<file path="src/hdl/cpu_isa_pkg.sv">
package cpu_isa_pkg;

    localparam int REG_W     = 5;
    localparam int XLEN      = 32;
    localparam int MEM_DEPTH = 256;                 // Words per memory
    localparam int MEM_AW    = $clog2(MEM_DEPTH);   // Word index width

    localparam logic [REG_W-1:0] REG_ZERO = '0;     // Hardwired zero register

    // Primary opcode in instr[31:26]
    typedef enum logic [5:0] {
        R_TYPE = 6'h00,
        J      = 6'h02,
        BEQ    = 6'h04,
        ADDI   = 6'h08,
        LW     = 6'h23,
        SW     = 6'h2b
    } opcode_e;

    // R-type function field in instr[5:0]
    typedef enum logic [5:0] {
        JR  = 6'h08,
        ADD = 6'h20,
        SUB = 6'h22,
        AND = 6'h24,
        OR  = 6'h25,
        SLT = 6'h2a
    } funct_e;

endpackage

</file>
<file path="src/hdl/cpu_ctrl_pkg.sv">
package cpu_ctrl_pkg;

    // Operation of the EX stage ALU
    typedef enum logic [2:0] {
        ALU_ADD = 3'd0,
        ALU_SUB = 3'd1,
        ALU_AND = 3'd2,
        ALU_OR  = 3'd3,
        ALU_SLT = 3'd4     // Signed set-less-than
    } alu_op_e;

    // Where an ALU operand comes from in EX
    typedef enum logic [1:0] {
        FWD_REG   = 2'd0,  // Value read in ID
        FWD_EXMEM = 2'd1,  // Result one stage ahead
        FWD_MEMWB = 2'd2   // Result two stages ahead
    } fwd_sel_e;

endpackage

</file>
<file path="src/hdl/hazard_detection.sv">
module hazard_detection (
    input  logic                          id_ex_mem_read,
    input  logic [cpu_isa_pkg::REG_W-1:0] id_ex_rt,
    input  logic [cpu_isa_pkg::REG_W-1:0] if_id_rs,
    input  logic [cpu_isa_pkg::REG_W-1:0] if_id_rt,
    input  logic                          ex_mem_reg_write,
    input  logic [cpu_isa_pkg::REG_W-1:0] ex_mem_rd,
    input  logic                          mem_wb_reg_write,
    input  logic [cpu_isa_pkg::REG_W-1:0] mem_wb_rd,
    input  logic                          id_is_branch,
    input  logic                          id_is_jr,
    input  logic                          id_is_jump,
    input  logic                          mem_branch_taken,
    output logic                          pc_write,
    output logic                          if_id_write,
    output logic                          control_sel,
    output logic                          if_flush,
    output logic                          id_flush
);
    import cpu_isa_pkg::*;

    logic dep_exmem_rs;
    logic dep_exmem_rt;
    logic dep_memwb_rs;
    logic dep_memwb_rt;
    logic load_use;
    logic branch_dep;
    logic jr_dep;
    logic stall;
    logic redirect;

    // Sources of the ID instruction still on their way to the register file
    assign dep_exmem_rs = ex_mem_reg_write && ex_mem_rd != REG_ZERO && ex_mem_rd == if_id_rs;
    assign dep_exmem_rt = ex_mem_reg_write && ex_mem_rd != REG_ZERO && ex_mem_rd == if_id_rt;
    assign dep_memwb_rs = mem_wb_reg_write && mem_wb_rd != REG_ZERO && mem_wb_rd == if_id_rs;
    assign dep_memwb_rt = mem_wb_reg_write && mem_wb_rd != REG_ZERO && mem_wb_rd == if_id_rt;

    assign load_use = id_ex_mem_read && id_ex_rt != REG_ZERO
                      && (id_ex_rt == if_id_rs || id_ex_rt == if_id_rt);

    assign branch_dep = id_is_branch
                        && (dep_exmem_rs || dep_exmem_rt || dep_memwb_rs || dep_memwb_rt);
    assign jr_dep     = id_is_jr && (dep_exmem_rs || dep_memwb_rs);   // jr only reads rs

    assign stall = load_use || branch_dep || jr_dep;

    // A jr redirects from ID once its target register has settled
    assign redirect = mem_branch_taken || id_is_jump || (id_is_jr && !stall);

    always_comb begin
        pc_write    = 1'b1;
        if_id_write = 1'b1;
        control_sel = 1'b1;     // Decoded controls go into ID/EX
        if_flush    = 1'b0;
        id_flush    = 1'b0;
        if (redirect) begin
            if_flush = 1'b1;
            id_flush = mem_branch_taken;   // Only a branch in MEM has a wrong-path ID entry
        end else if (stall) begin
            pc_write    = 1'b0;
            if_id_write = 1'b0;
            control_sel = 1'b0;            // Bubble into ID/EX
        end
    end

endmodule

</file>
<file path="src/hdl/forwarding_unit.sv">
module forwarding_unit (
    input  logic [cpu_isa_pkg::REG_W-1:0] id_ex_rs,
    input  logic [cpu_isa_pkg::REG_W-1:0] id_ex_rt,
    input  logic                          ex_mem_reg_write,
    input  logic [cpu_isa_pkg::REG_W-1:0] ex_mem_rd,
    input  logic                          mem_wb_reg_write,
    input  logic [cpu_isa_pkg::REG_W-1:0] mem_wb_rd,
    output cpu_ctrl_pkg::fwd_sel_e        fwd_a,
    output cpu_ctrl_pkg::fwd_sel_e        fwd_b
);
    import cpu_isa_pkg::*;
    import cpu_ctrl_pkg::*;

    // Youngest producer wins, r0 is never forwarded
    function automatic fwd_sel_e pick(input logic [REG_W-1:0] src);
        fwd_sel_e sel;
        sel = FWD_REG;
        if (ex_mem_reg_write && ex_mem_rd != REG_ZERO && ex_mem_rd == src) begin
            sel = FWD_EXMEM;
        end else if (mem_wb_reg_write && mem_wb_rd != REG_ZERO && mem_wb_rd == src) begin
            sel = FWD_MEMWB;
        end
        return sel;
    endfunction

    always_comb begin
        fwd_a = pick(id_ex_rs);
        fwd_b = pick(id_ex_rt);
    end

endmodule

</file>
<file path="src/hdl/control_decoder.sv">
module control_decoder (
    input  logic [31:0]           instr,
    output logic                  reg_write,
    output logic                  mem_read,
    output logic                  mem_write,
    output logic                  mem_to_reg,
    output logic                  alu_src,
    output logic                  reg_dst,
    output logic                  is_branch,
    output logic                  is_jump,
    output logic                  is_jr,
    output cpu_ctrl_pkg::alu_op_e alu_op
);
    import cpu_isa_pkg::*;
    import cpu_ctrl_pkg::*;

    opcode_e opcode;
    funct_e  funct;

    assign opcode = opcode_e'(instr[31:26]);
    assign funct  = funct_e'(instr[5:0]);

    always_comb begin
        reg_write  = 1'b0;
        mem_read   = 1'b0;
        mem_write  = 1'b0;
        mem_to_reg = 1'b0;
        alu_src    = 1'b0;
        reg_dst    = 1'b0;
        is_branch  = 1'b0;
        is_jump    = 1'b0;
        is_jr      = 1'b0;
        alu_op     = ALU_ADD;
        case (opcode)
            R_TYPE: begin
                reg_dst   = 1'b1;
                reg_write = 1'b1;
                case (funct)
                    ADD: alu_op = ALU_ADD;
                    SUB: alu_op = ALU_SUB;
                    AND: alu_op = ALU_AND;
                    OR:  alu_op = ALU_OR;
                    SLT: alu_op = ALU_SLT;
                    JR: begin
                        reg_write = 1'b0;
                        is_jr     = 1'b1;
                    end
                    default: reg_write = 1'b0;   // Unknown funct
                endcase
            end
            ADDI: begin
                reg_write = 1'b1;
                alu_src   = 1'b1;
            end
            LW: begin
                reg_write  = 1'b1;
                mem_read   = 1'b1;
                mem_to_reg = 1'b1;
                alu_src    = 1'b1;
            end
            SW: begin
                mem_write = 1'b1;
                alu_src   = 1'b1;
            end
            BEQ:     is_branch = 1'b1;   // Compare is done on the forwarded operands
            J:       is_jump   = 1'b1;
            default: ;                   // Unknown opcode runs as a no-op
        endcase
    end

endmodule

</file>
<file path="src/hdl/register_file.sv">
module register_file (
    input  logic                          clk,
    input  logic                          rst,
    input  logic [cpu_isa_pkg::REG_W-1:0] ra1,
    input  logic [cpu_isa_pkg::REG_W-1:0] ra2,
    output logic [cpu_isa_pkg::XLEN-1:0]  rd1,
    output logic [cpu_isa_pkg::XLEN-1:0]  rd2,
    input  logic                          we,
    input  logic [cpu_isa_pkg::REG_W-1:0] wa,
    input  logic [cpu_isa_pkg::XLEN-1:0]  wd
);
    import cpu_isa_pkg::*;

    logic [XLEN-1:0] regs [2**REG_W];

    always_ff @(posedge clk) begin
        if (rst) begin
            for (int i = 0; i < 2**REG_W; i++) begin
                regs[i] <= '0;
            end
        end else if (we && wa != REG_ZERO) begin
            regs[wa] <= wd;
        end
    end

    // Write in the same cycle is passed straight to the reader
    assign rd1 = (ra1 == REG_ZERO)     ? '0 :
                 (we && wa == ra1)     ? wd : regs[ra1];
    assign rd2 = (ra2 == REG_ZERO)     ? '0 :
                 (we && wa == ra2)     ? wd : regs[ra2];

endmodule

</file>
<file path="src/hdl/pipeline_core.sv">
module pipeline_core (
    input  logic                           clk,
    input  logic                           rst,
    output logic [cpu_isa_pkg::MEM_AW-1:0] imem_addr,
    input  logic [cpu_isa_pkg::XLEN-1:0]   imem_rdata,
    output logic [cpu_isa_pkg::MEM_AW-1:0] dmem_addr,
    output logic [cpu_isa_pkg::XLEN-1:0]   dmem_wdata,
    output logic                           dmem_we,
    input  logic [cpu_isa_pkg::XLEN-1:0]   dmem_rdata,
    output logic                           wb_valid,
    output logic [cpu_isa_pkg::REG_W-1:0]  wb_rd,
    output logic [cpu_isa_pkg::XLEN-1:0]   wb_data,
    output logic                           st_valid,
    output logic [cpu_isa_pkg::XLEN-1:0]   st_addr,
    output logic [cpu_isa_pkg::XLEN-1:0]   st_data
);
    import cpu_isa_pkg::*;
    import cpu_ctrl_pkg::*;

    logic [XLEN-1:0]  pc;
    logic [XLEN-1:0]  pc_plus4;
    logic             if_id_valid;
    logic [XLEN-1:0]  if_id_instr;
    logic [XLEN-1:0]  if_id_pc4;

    logic             d_reg_write;
    logic             d_mem_read;
    logic             d_mem_write;
    logic             d_mem_to_reg;
    logic             d_alu_src;
    logic             d_reg_dst;
    logic             d_is_branch;
    logic             d_is_jump;
    logic             d_is_jr;
    alu_op_e          d_alu_op;
    logic [REG_W-1:0] id_rs;
    logic [REG_W-1:0] id_rt;
    logic [REG_W-1:0] id_dest;
    logic [XLEN-1:0]  id_imm;
    logic [XLEN-1:0]  rf_rd1;
    logic [XLEN-1:0]  rf_rd2;
    logic [XLEN-1:0]  jump_target;
    logic             id_is_branch;
    logic             id_is_jump;
    logic             id_is_jr;
    logic             hz_ex_read;
    logic             pc_write;
    logic             if_id_write;
    logic             control_sel;
    logic             if_flush;
    logic             id_flush;

    logic             id_ex_valid;
    logic             id_ex_reg_write;
    logic             id_ex_mem_read;
    logic             id_ex_mem_write;
    logic             id_ex_mem_to_reg;
    logic             id_ex_alu_src;
    logic             id_ex_is_branch;
    alu_op_e          id_ex_alu_op;
    logic [XLEN-1:0]  id_ex_pc4;
    logic [XLEN-1:0]  id_ex_rd1;
    logic [XLEN-1:0]  id_ex_rd2;
    logic [XLEN-1:0]  id_ex_imm;
    logic [REG_W-1:0] id_ex_rs;
    logic [REG_W-1:0] id_ex_rt;
    logic [REG_W-1:0] id_ex_rd;

    fwd_sel_e         fwd_a;
    fwd_sel_e         fwd_b;
    logic [XLEN-1:0]  op_a;
    logic [XLEN-1:0]  op_b;
    logic [XLEN-1:0]  alu_b;
    logic [XLEN-1:0]  alu_y;

    logic             ex_mem_valid;
    logic             ex_mem_reg_write;
    logic             ex_mem_mem_write;
    logic             ex_mem_mem_to_reg;
    logic             ex_mem_taken;
    logic [XLEN-1:0]  ex_mem_target;
    logic [XLEN-1:0]  ex_mem_alu;
    logic [XLEN-1:0]  ex_mem_store;
    logic [REG_W-1:0] ex_mem_rd;
    logic             ex_mem_wr_en;
    logic             mem_branch_taken;

    logic             mem_wb_valid;
    logic             mem_wb_reg_write;
    logic             mem_wb_mem_to_reg;
    logic [XLEN-1:0]  mem_wb_alu;
    logic [XLEN-1:0]  mem_wb_load;
    logic [REG_W-1:0] mem_wb_rd;
    logic             mem_wb_wr_en;

    assign pc_plus4  = pc + 32'd4;
    assign imem_addr = pc[MEM_AW+1:2];

    control_decoder u_decoder (
        .instr      (if_id_instr),
        .reg_write  (d_reg_write),
        .mem_read   (d_mem_read),
        .mem_write  (d_mem_write),
        .mem_to_reg (d_mem_to_reg),
        .alu_src    (d_alu_src),
        .reg_dst    (d_reg_dst),
        .is_branch  (d_is_branch),
        .is_jump    (d_is_jump),
        .is_jr      (d_is_jr),
        .alu_op     (d_alu_op)
    );

    assign id_rs   = if_id_instr[25:21];
    assign id_rt   = if_id_instr[20:16];
    assign id_dest = d_reg_dst ? if_id_instr[15:11] : id_rt;
    assign id_imm  = {{(XLEN-16){if_id_instr[15]}}, if_id_instr[15:0]};

    register_file u_regs (
        .clk (clk),
        .rst (rst),
        .ra1 (id_rs),
        .ra2 (id_rt),
        .rd1 (rf_rd1),
        .rd2 (rf_rd2),
        .we  (mem_wb_wr_en),
        .wa  (mem_wb_rd),
        .wd  (wb_data)
    );

    assign id_is_branch = if_id_valid && d_is_branch;
    assign id_is_jump   = if_id_valid && d_is_jump;
    assign id_is_jr     = if_id_valid && d_is_jr;
    assign jump_target  = d_is_jr ? rf_rd1 : {if_id_pc4[31:28], if_id_instr[25:0], 2'b00};

    // jr takes its target from the register file, so an ALU producer in EX holds it too
    assign hz_ex_read = id_ex_valid && if_id_valid
                        && (id_ex_mem_read || (id_ex_reg_write && d_is_jr));

    hazard_detection u_hazard (
        .id_ex_mem_read   (hz_ex_read),
        .id_ex_rt         (id_ex_rd),          // Destination of the EX entry, rt for a load
        .if_id_rs         (id_rs),
        .if_id_rt         (id_rt),
        .ex_mem_reg_write (ex_mem_wr_en),
        .ex_mem_rd        (ex_mem_rd),
        .mem_wb_reg_write (mem_wb_wr_en),
        .mem_wb_rd        (mem_wb_rd),
        .id_is_branch     (id_is_branch),
        .id_is_jr         (id_is_jr),
        .id_is_jump       (id_is_jump),
        .mem_branch_taken (mem_branch_taken),
        .pc_write         (pc_write),
        .if_id_write      (if_id_write),
        .control_sel      (control_sel),
        .if_flush         (if_flush),
        .id_flush         (id_flush)
    );

    forwarding_unit u_fwd (
        .id_ex_rs         (id_ex_rs),
        .id_ex_rt         (id_ex_rt),
        .ex_mem_reg_write (ex_mem_wr_en),
        .ex_mem_rd        (ex_mem_rd),
        .mem_wb_reg_write (mem_wb_wr_en),
        .mem_wb_rd        (mem_wb_rd),
        .fwd_a            (fwd_a),
        .fwd_b            (fwd_b)
    );

    always_comb begin
        case (fwd_a)
            FWD_EXMEM: op_a = ex_mem_alu;
            FWD_MEMWB: op_a = wb_data;
            default:   op_a = id_ex_rd1;
        endcase
        case (fwd_b)
            FWD_EXMEM: op_b = ex_mem_alu;
            FWD_MEMWB: op_b = wb_data;
            default:   op_b = id_ex_rd2;
        endcase
    end

    assign alu_b = id_ex_alu_src ? id_ex_imm : op_b;

    always_comb begin
        case (id_ex_alu_op)
            ALU_SUB: alu_y = op_a - alu_b;
            ALU_AND: alu_y = op_a & alu_b;
            ALU_OR:  alu_y = op_a | alu_b;
            ALU_SLT: alu_y = {{(XLEN-1){1'b0}}, $signed(op_a) < $signed(alu_b)};
            default: alu_y = op_a + alu_b;
        endcase
    end

    assign ex_mem_wr_en     = ex_mem_valid && ex_mem_reg_write;
    assign mem_branch_taken = ex_mem_valid && ex_mem_taken;
    assign mem_wb_wr_en     = mem_wb_valid && mem_wb_reg_write;

    // PC and the valid bit of every stage
    always_ff @(posedge clk) begin
        if (rst) begin
            pc           <= '0;
            if_id_valid  <= 1'b0;
            id_ex_valid  <= 1'b0;
            ex_mem_valid <= 1'b0;
            mem_wb_valid <= 1'b0;
        end else begin
            if (mem_branch_taken) begin
                pc <= ex_mem_target;
            end else if (if_flush) begin
                pc <= jump_target;             // j or jr resolved in ID
            end else if (pc_write) begin
                pc <= pc_plus4;
            end
            if (if_flush) begin
                if_id_valid <= 1'b0;
            end else if (if_id_write) begin
                if_id_valid <= 1'b1;
            end
            id_ex_valid  <= if_id_valid && control_sel && !id_flush;
            ex_mem_valid <= id_ex_valid && !mem_branch_taken;   // Squash the entry in EX
            mem_wb_valid <= ex_mem_valid;
        end
    end

    always_ff @(posedge clk) begin
        if (if_id_write) begin
            if_id_instr <= imem_rdata;
            if_id_pc4   <= pc_plus4;
        end
        id_ex_reg_write   <= d_reg_write;
        id_ex_mem_read    <= d_mem_read;
        id_ex_mem_write   <= d_mem_write;
        id_ex_mem_to_reg  <= d_mem_to_reg;
        id_ex_alu_src     <= d_alu_src;
        id_ex_is_branch   <= d_is_branch;
        id_ex_alu_op      <= d_alu_op;
        id_ex_pc4         <= if_id_pc4;
        id_ex_rd1         <= rf_rd1;
        id_ex_rd2         <= rf_rd2;
        id_ex_imm         <= id_imm;
        id_ex_rs          <= id_rs;
        id_ex_rt          <= id_rt;
        id_ex_rd          <= id_dest;
        ex_mem_reg_write  <= id_ex_reg_write;
        ex_mem_mem_write  <= id_ex_mem_write;
        ex_mem_mem_to_reg <= id_ex_mem_to_reg;
        ex_mem_taken      <= id_ex_is_branch && op_a == op_b;   // Acted on one stage later
        ex_mem_target     <= id_ex_pc4 + {id_ex_imm[XLEN-3:0], 2'b00};
        ex_mem_alu        <= alu_y;
        ex_mem_store      <= op_b;
        ex_mem_rd         <= id_ex_rd;
        mem_wb_reg_write  <= ex_mem_reg_write;
        mem_wb_mem_to_reg <= ex_mem_mem_to_reg;
        mem_wb_alu        <= ex_mem_alu;
        mem_wb_load       <= dmem_rdata;
        mem_wb_rd         <= ex_mem_rd;
    end

    // Data memory port and store trace from MEM
    assign st_valid   = ex_mem_valid && ex_mem_mem_write;
    assign st_addr    = ex_mem_alu;
    assign st_data    = ex_mem_store;
    assign dmem_addr  = ex_mem_alu[MEM_AW+1:2];
    assign dmem_wdata = ex_mem_store;
    assign dmem_we    = st_valid;

    assign wb_data  = mem_wb_mem_to_reg ? mem_wb_load : mem_wb_alu;
    assign wb_rd    = mem_wb_rd;
    assign wb_valid = mem_wb_wr_en && mem_wb_rd != REG_ZERO;   // r0 writes stay silent

endmodule

</file>
<file path="config.mk">
export PLATFORM = sky130hd
export DESIGN_NAME = pipeline_core
export DESIGN_NICKNAME = d
export VERILOG_FILES = /design/src/hdl/cpu_isa_pkg.sv /design/src/hdl/cpu_ctrl_pkg.sv /design/src/hdl/hazard_detection.sv /design/src/hdl/forwarding_unit.sv /design/src/hdl/control_decoder.sv /design/src/hdl/register_file.sv /design/src/hdl/pipeline_core.sv
export SDC_FILE = /design/constraint.sdc
export NUM_CORES = 2
export LEC_CHECK = 0
export ABC_CLOCK_PERIOD_IN_PS = 15100
export BUFFER_PORTS_ARGS = -buffer_cell sky130_fd_sc_hd__buf_4
export CAP_MARGIN = 10
export CORE_MARGIN = 4
export CORE_UTILIZATION = 62
export CTS_CLUSTER_SIZE = 40
export DETAILED_ROUTE_END_ITERATION = 8
export GPL_TIMING_DRIVEN = 0
export PLACE_DENSITY = 0.8
export SETUP_SLACK_MARGIN = 0.3
export SYNTH_ARGS = -nofsm -noshare
export SYNTH_HDL_FRONTEND = slang
export SYNTH_SLANG_ARGS = --single-unit
</file>
<file path="constraint.sdc">
create_clock -name clk -period 15.1 [get_ports clk]
set_clock_uncertainty 0.2 [all_clocks]
set_input_delay 0.755 -clock clk [delete_from_list [all_inputs] [get_ports clk]]
set_output_delay 0.755 -clock clk [all_outputs]
set_load 0.01 [all_outputs]
</file>
======== After elaboration in Yosys (flattened, before gate mapping) ========
Memory sizes are Yosys's and may differ from the RTL's. A register that Yosys moved wholly into a read port is not among the register bits.
Cells that the tools add are included.
word-level totals
  memories ................................ 1
  RAM bits ................................ 1024
  flip-flop bits (word level) ............. 411
  bits in read-only memories .............. 0
  bits in latches ......................... 0
  input port bits ......................... 66
operators by class
  bitwise logic cells ..................... 2
  equality and inequality tests ........... 30
  muxes and demuxes ....................... 42
  shift operators ......................... 0
  div/mod/pow operators ................... 0
  order comparisons ....................... 1
  reduce and logical (&&, ||, !) cells .... 56
  $mul .................................... 0
  add/sub/neg operators ................... 4
memory list
  memory       depth  bits a word  rd ports  clocked after memory_dff  wr ports  RTL line             source
  u_regs.regs  32     32           2         2                         32        register_file.sv:14  logic [XLEN-1:0] regs [2**REG_W];
operators with widths
  operator                                                         number
  32-bit 2-to-1 mux                                                10
  32-bit one-hot mux with 2 select lines                           2
  32-bit one-hot mux with 4 select lines                           1
  32-bit adder                                                     2
  5-bit == test                                                    10
  6-bit == test, second input constant                             7
  32-bit by 3-bit adder with 32-bit output, second input constant  1
  32-bit bitwise AND                                               1
  32-bit == test                                                   1
  32-bit less-than comparator                                      1
  32-bit bitwise OR                                                1
  32-bit OR reduction                                              1
  32-bit subtractor                                                1
  1-bit logical AND                                                31
  5-bit 2-to-1 mux                                                 4
  1-bit 2-to-1 mux                                                 19
  5-bit nonzero test                                               3
  6-bit by 4-bit == test with 1-bit output, second input constant  2
  3-bit one-hot mux with 4 select lines                            1
  5-bit logical NOT                                                2
  1-bit logical OR                                                 10
  2-bit 2-to-1 mux                                                 4
  3-bit by 2-bit == test with 1-bit output, second input constant  2
  6-bit by 2-bit == test with 1-bit output, second input constant  1
  other kinds (12)                                                 17

======== Logic depth before layout (Yosys ltp) ========
  word-level depth ........................ 17
  depth in mapped cells ................... 22
  gate-level depth less buffers ........... 20

======== Hierarchy ========
From an unflattened synthesis, not the netlist that was laid out.
second synthesis, totals
  cell total of the unflattened synthesis .. 5507
  area total of the unflattened synthesis .. 70899.2 um^2
modules (own cells, without submodules)
  module            instances  area each (um^2)  cells each  sequential area each (um^2)
  register_file     1          55061.6           3802        30749.5
  pipeline_core     1          14949.3           1584        6726.5
  hazard_detection  1          432.9             57          0.0
  forwarding_unit   1          257.7             34          0.0
  control_decoder   1          197.7             30          0.0

======== Worst setup path after synthesis ========
No wires, ideal clock.
  kind .................................... register -> register
  start point ............................. register mem_wb_rd[1] (netlist: wb_rd[1])
  end point ............................... register ex_mem_alu[20] (netlist: st_addr[20])
  data required time ...................... 14.763 ns
  data arrival time ....................... 5.076 ns
  cell stages (with the launch flop) ...... 22
  setup slack ............................. 9.687 ns
  clock period less this slack ............ 5.413 ns
  library setup time ...................... 0.137 ns
  path buffers ............................ 2
  cell sequence ........................... dfxtp_1 -> buf_2 -> xor2_1 -> or4_1 -> nor4b_4 -> buf_4 -> mux2_1 -> mux2_2 -> mux2_2 -> ha_1 -> inv_1 -> fa_1 -> nand2b_4 -> a2111oi_4 -> o311a_1 -> nor2_1 -> a221oi_2 -> a221oi_2 -> o311a_1 -> o311ai_2 -> mux2i_1 -> a221oi_2
on the way
  cells in the longest elaborated chain, start to end .. 10
  elaborated cells on any way between the ends .. 22
RTL lines
  item                                                                              RTL line                                    source
  start, declared                                                                   pipeline_core.sv:93                         logic [REG_W-1:0] mem_wb_rd;
  start signal, assigned                                                            pipeline_core.sv:257                        mem_wb_rd <= ex_mem_rd;
  5-bit nonzero test                                                                forwarding_unit.sv:20                       end else if (mem_wb_reg_write && mem_wb_rd != REG_ZERO && mem_wb_rd == src) begin
  1-bit logical AND                                                                 forwarding_unit.sv:20
  1-bit logical AND (*)                                                             forwarding_unit.sv:20
  2-bit 2-to-1 mux (*)                                                              forwarding_unit.sv:20
  2-bit 2-to-1 mux (*)                                                              forwarding_unit.sv:18                       if (ex_mem_reg_write && ex_mem_rd != REG_ZERO && ex_mem_rd == src) begin
  2-bit == test / 2-bit by 1-bit == test with 1-bit output (equally long branches)  pipeline_core.sv:176                        case (fwd_b)
  32-bit one-hot mux with 2 select lines (*)                                        pipeline_core.sv:176
  via op_b[0]                                                                       pipeline_core.sv:72                         logic [XLEN-1:0] op_b;
  32-bit 2-to-1 mux (*)                                                             pipeline_core.sv:183                        assign alu_b = id_ex_alu_src ? id_ex_imm : op_b;
  32-bit adder / 32-bit subtractor (equally long branches)                          pipeline_core.sv:191, pipeline_core.sv:187
  32-bit one-hot mux with 4 select lines (*)                                        pipeline_core.sv:186                        case (id_ex_alu_op)
  via alu_y[20]                                                                     pipeline_core.sv:74                         logic [XLEN-1:0] alu_y;
  end signal, assigned                                                              pipeline_core.sv:250                        ex_mem_alu <= alu_y;
  end, declared                                                                     pipeline_core.sv:82                         logic [XLEN-1:0] ex_mem_alu;
Mark *: on every way through the listed nets, which the timed path passes. The rest lies on a longest branch.
A chain may end at the register's enable or synchronous reset.

======== Worst setup path after layout ========
  start point ............................. register mem_wb_rd[2] (netlist: wb_rd[2])
  end point ............................... register ex_mem_alu[31] (netlist: st_addr[31])
on the way
  cells in the longest elaborated chain, start to end .. 10
  elaborated cells on any way between the ends .. 22
RTL lines
  item                                                                              RTL line               source
  5-bit nonzero test                                                                forwarding_unit.sv:20
  1-bit logical AND (2 in a row)                                                    forwarding_unit.sv:20
  2-bit 2-to-1 mux                                                                  forwarding_unit.sv:20
  2-bit 2-to-1 mux                                                                  forwarding_unit.sv:18
  2-bit == test / 2-bit by 1-bit == test with 1-bit output (equally long branches)  pipeline_core.sv:176
  32-bit one-hot mux with 2 select lines                                            pipeline_core.sv:176
  32-bit 2-to-1 mux                                                                 pipeline_core.sv:183
  32-bit adder, or another cell as far along                                        pipeline_core.sv:191   default: alu_y = op_a + alu_b;
  32-bit one-hot mux with 4 select lines (*)                                        pipeline_core.sv:186
  via alu_y[31]                                                                     pipeline_core.sv:74
Marked as above.

==> flow_summary.ini <==
[layout]
nNetsFinal = 5710
final_common_cell = nor2_1
largest_reg_flops = 1024
mostFrequentLayoutCells = nor2_1 (1145), edfxtp_1 (1064), mux4_2 (640), clkbuf_1 (393), dfxtp_1 (285)
drive_above_1_share_pct = 23.9
largest_register = u_regs.regs
syn_to_final_growth_pct = 13.7

[floorplan]
die_area_um2 = 116000
die_x_um = 341
die_h_um = 341
num_rows = 121
design.core.area_um2 = 109000
ioPinCount = 218
start_util_pct = 62.8

[hold_path]
hold_end = id_ex_pc4[4]$_DFF_P_
hold_depth = 0
hold_path_class = reg -> reg
hold_path_startpoint = if_id_pc4[4]$_DFFE_PN_

[setup_path]
cp_max_fo = 10
rrSetupSlack_ns = 7.01
endpoint_kind = flip-flop
cp.required_ns = 15.58
r2r-start = wb_rd[2]$_DFF_P_
cp.arrival_ns = 8.57
startpoint_type = flip-flop
crit_type = reg -> reg
rr_endpoint = st_addr[31]$_DFF_P_
worstRegToRegCells = 16
crit_start = wb_rd[2]$_DFF_P_

[detailed_routing]
drtAntennaViolNets = 0
drc = 0
routed_wl_um = 244000
drt-initial-drc-count = 9007
post_drt_wl_per_cell_um = 34.1
dr.pass1.iters = 9
vias_per_cell = 7.13
dr_total_vias = 50900

[synthesis]
seq_area_frac_synth_pct = 54.9
yosys.area.top_type = edfxtp_1
yosys_most_used_dff = edfxtp_1
synthTopCellsByArea = edfxtp_1 (47%), mux4_2 (21%), dfxtp_1 (8.3%)
ys_ff_latch = 1349
async_reset_ff_share_pct = 0
syn_avg_cell_area_um2 = 13.6
synth_warnings = 0
syn_inst = 5055
synth_edf_count = 1064
ys_types = 92
yosysTopAreaCellShare_pct = 46.6
synth_area_um2 = 68600

[sta]
finalSetupViolCount = 0
hold_slack_ns = 0.140
finalSetupTns_ns = 0
slew_headroom_pct = 7.57
fin_crit_sh_pct = 53.6
max_freq_ghz = 0.124
hold_violations = 0
rsz0062_at_grt = no
finalMaxSlewViolations = 0
tightest_slew_ns = 1.39
fin_crit_ns = 8.09

[global_routing]
grt.overflow.total = 0
grt_pass1_wl_um = 347000
grt_max_degree = 50
antenna_found_initial = 6
grt_usage_pct = 42.0
grt_pass1_vias = 50300

[power_and_ir_drop]
p_sw_mw = 3.27
combPwrFrac_pct = 22.5
p_int_mw = 7.03
power.density_nw_per_um2 = 132
p_total_mw = 10.3
pwr-share-clk_pct = 34.6
seqPwrFrac_pct = 43.0
leakagePower_nw = 29.2
vdd_ir_drop_max_mv = 0.120
switching_share_pct = 31.8

[clock_network]
clock-sinks = 1349
clkLatencyLatePin_ns = 0.79
cts_tree = built
cts_buffer_depth = 3
cts_buffers = 139
cts.htree.levels = 4
cts_setup_buffers = 0
ctsHoldBuffers = 64
clkTransAtPathRegs_ns = 0.07
ctsResizeCount = 0
root_buffer = clkbuf_16

[placed_design]
place_hpwl_um = 179000
place_congestion = 1.03
portBuffers = 217

[status]
status = finished clean

[job]
drv_cap = 0
==> power groups by stage <==
stage,Sequential [mW],Clock [mW],Combinational (mW)
2_1_floorplan,4.42,0,1.25
5_1_grt,4.44,3.70,2.38
6_report,4.42,3.56,2.31
3_5_place_dp,4.49,0,2.20
3_3_place_gp,4.48,0,2.16
4_1_cts,4.42,3.53,2.23
==> Yosys cell counts, drive strengths merged, types with 8 or more instances <==
cell    instances
inv           151
edfxtp       1064
o211ai          9
nand2         159
a22oi          18
o21bai         20
nor4            8
nand2b         14
a211oi        102
nand3          27
and3           11
a31oi          11
clkbuf        364
a21o           14
a21oi         129
nor3           25
nand4          17
xor2           67
dfxtp         285
o22ai          21
a221oi         17
mux4          640
o21ai         113
nor2         1146
buf           136
nor3b           8
nor2b          45
or3             8
o21a           39
mux2           93
ha            104
xnor2          32
mux2i          66
==> worst max-delay path, cell delays in order (launching register included) <==
cell,delay [ns]
dfxtp_1,0.39
nor3_2,0.89
a21oi_1,0.34
nand4_1,0.61
clkbuf_1,0.70
a21oi_1,0.30
o21ai_0,0.62
ha_1,0.38
a211oi_1,0.33
o21bai_1,0.26
o311ai_1,0.57
a31oi_1,0.38
o22ai_2,0.56
o211ai_1,0.26
a221oi_1,0.64
a221oi_1,0.22
o22ai_1,0.34
==> area by class of cell <==
cell class,instances,area [µm²]
Multi-Input combinational cell,3084,28500
Clock buffer,176,3710
Buffer,500,2160
Tap cell,1476,1850
Sequential cell,1349,37700
Clock inverter,79,898
Fill cell,7131,31200
Timing Repair Buffer,310,2750
Antenna cell,7,17.5
Inverter,153,574
==> through the flow <==
step	worst slack (ns)	utilization, %	cells	instance area, µm²
finish	7.01	71.4	7134	78100
global route	7.04	71.4	7127	78000
CTS	7.73	71.3	7120	78000
detailed placement	7.76	66.5	6801	72700
global placement	7.74	66.1	6779	72200
floorplan	9.69	-	5086	68700
==> how the worst max path moves through the flow <==
stage | end | slack, ns | cells after the start
6_report | st_addr[31]$_DFF_P_ | 7.01 | 16
4_1_cts | st_addr[31]$_DFF_P_ | 7.73 | 17
5_1_grt | st_addr[31]$_DFF_P_ | 7.04 | 16
2_1_floorplan | st_addr[20]$_DFF_P_ | 9.69 | 21
3_5_place_dp | st_addr[31]$_DFF_P_ | 7.76 | 17
3_3_place_gp | st_addr[31]$_DFF_P_ | 7.74 | 16
==> routing by layer <==
layer  track usage [%]  vias to the layer above  routed length [µm]
li1                  -                    20000                   -
met1              55.1                    24900               80000
met2              62.1                     4955              108000
met3              11.9                     1043               35000
met4              27.9                        2               20400
met5                 0                        -                  13
==> cell families after synthesis <==
family / after synthesis / synth area share (%)
simple gates: 1492 / 8.93
other cells: 1 / 0.00546
buf+inv: 653 / 3.98
flops: 1349 / 54.9
mux: 799 / 23.5
fa+ha+maj: 107 / 1.98
compound gates: 555 / 5.44
xor+xnor: 99 / 1.26
Note: power is estimated with default switching activity, not from simulation.
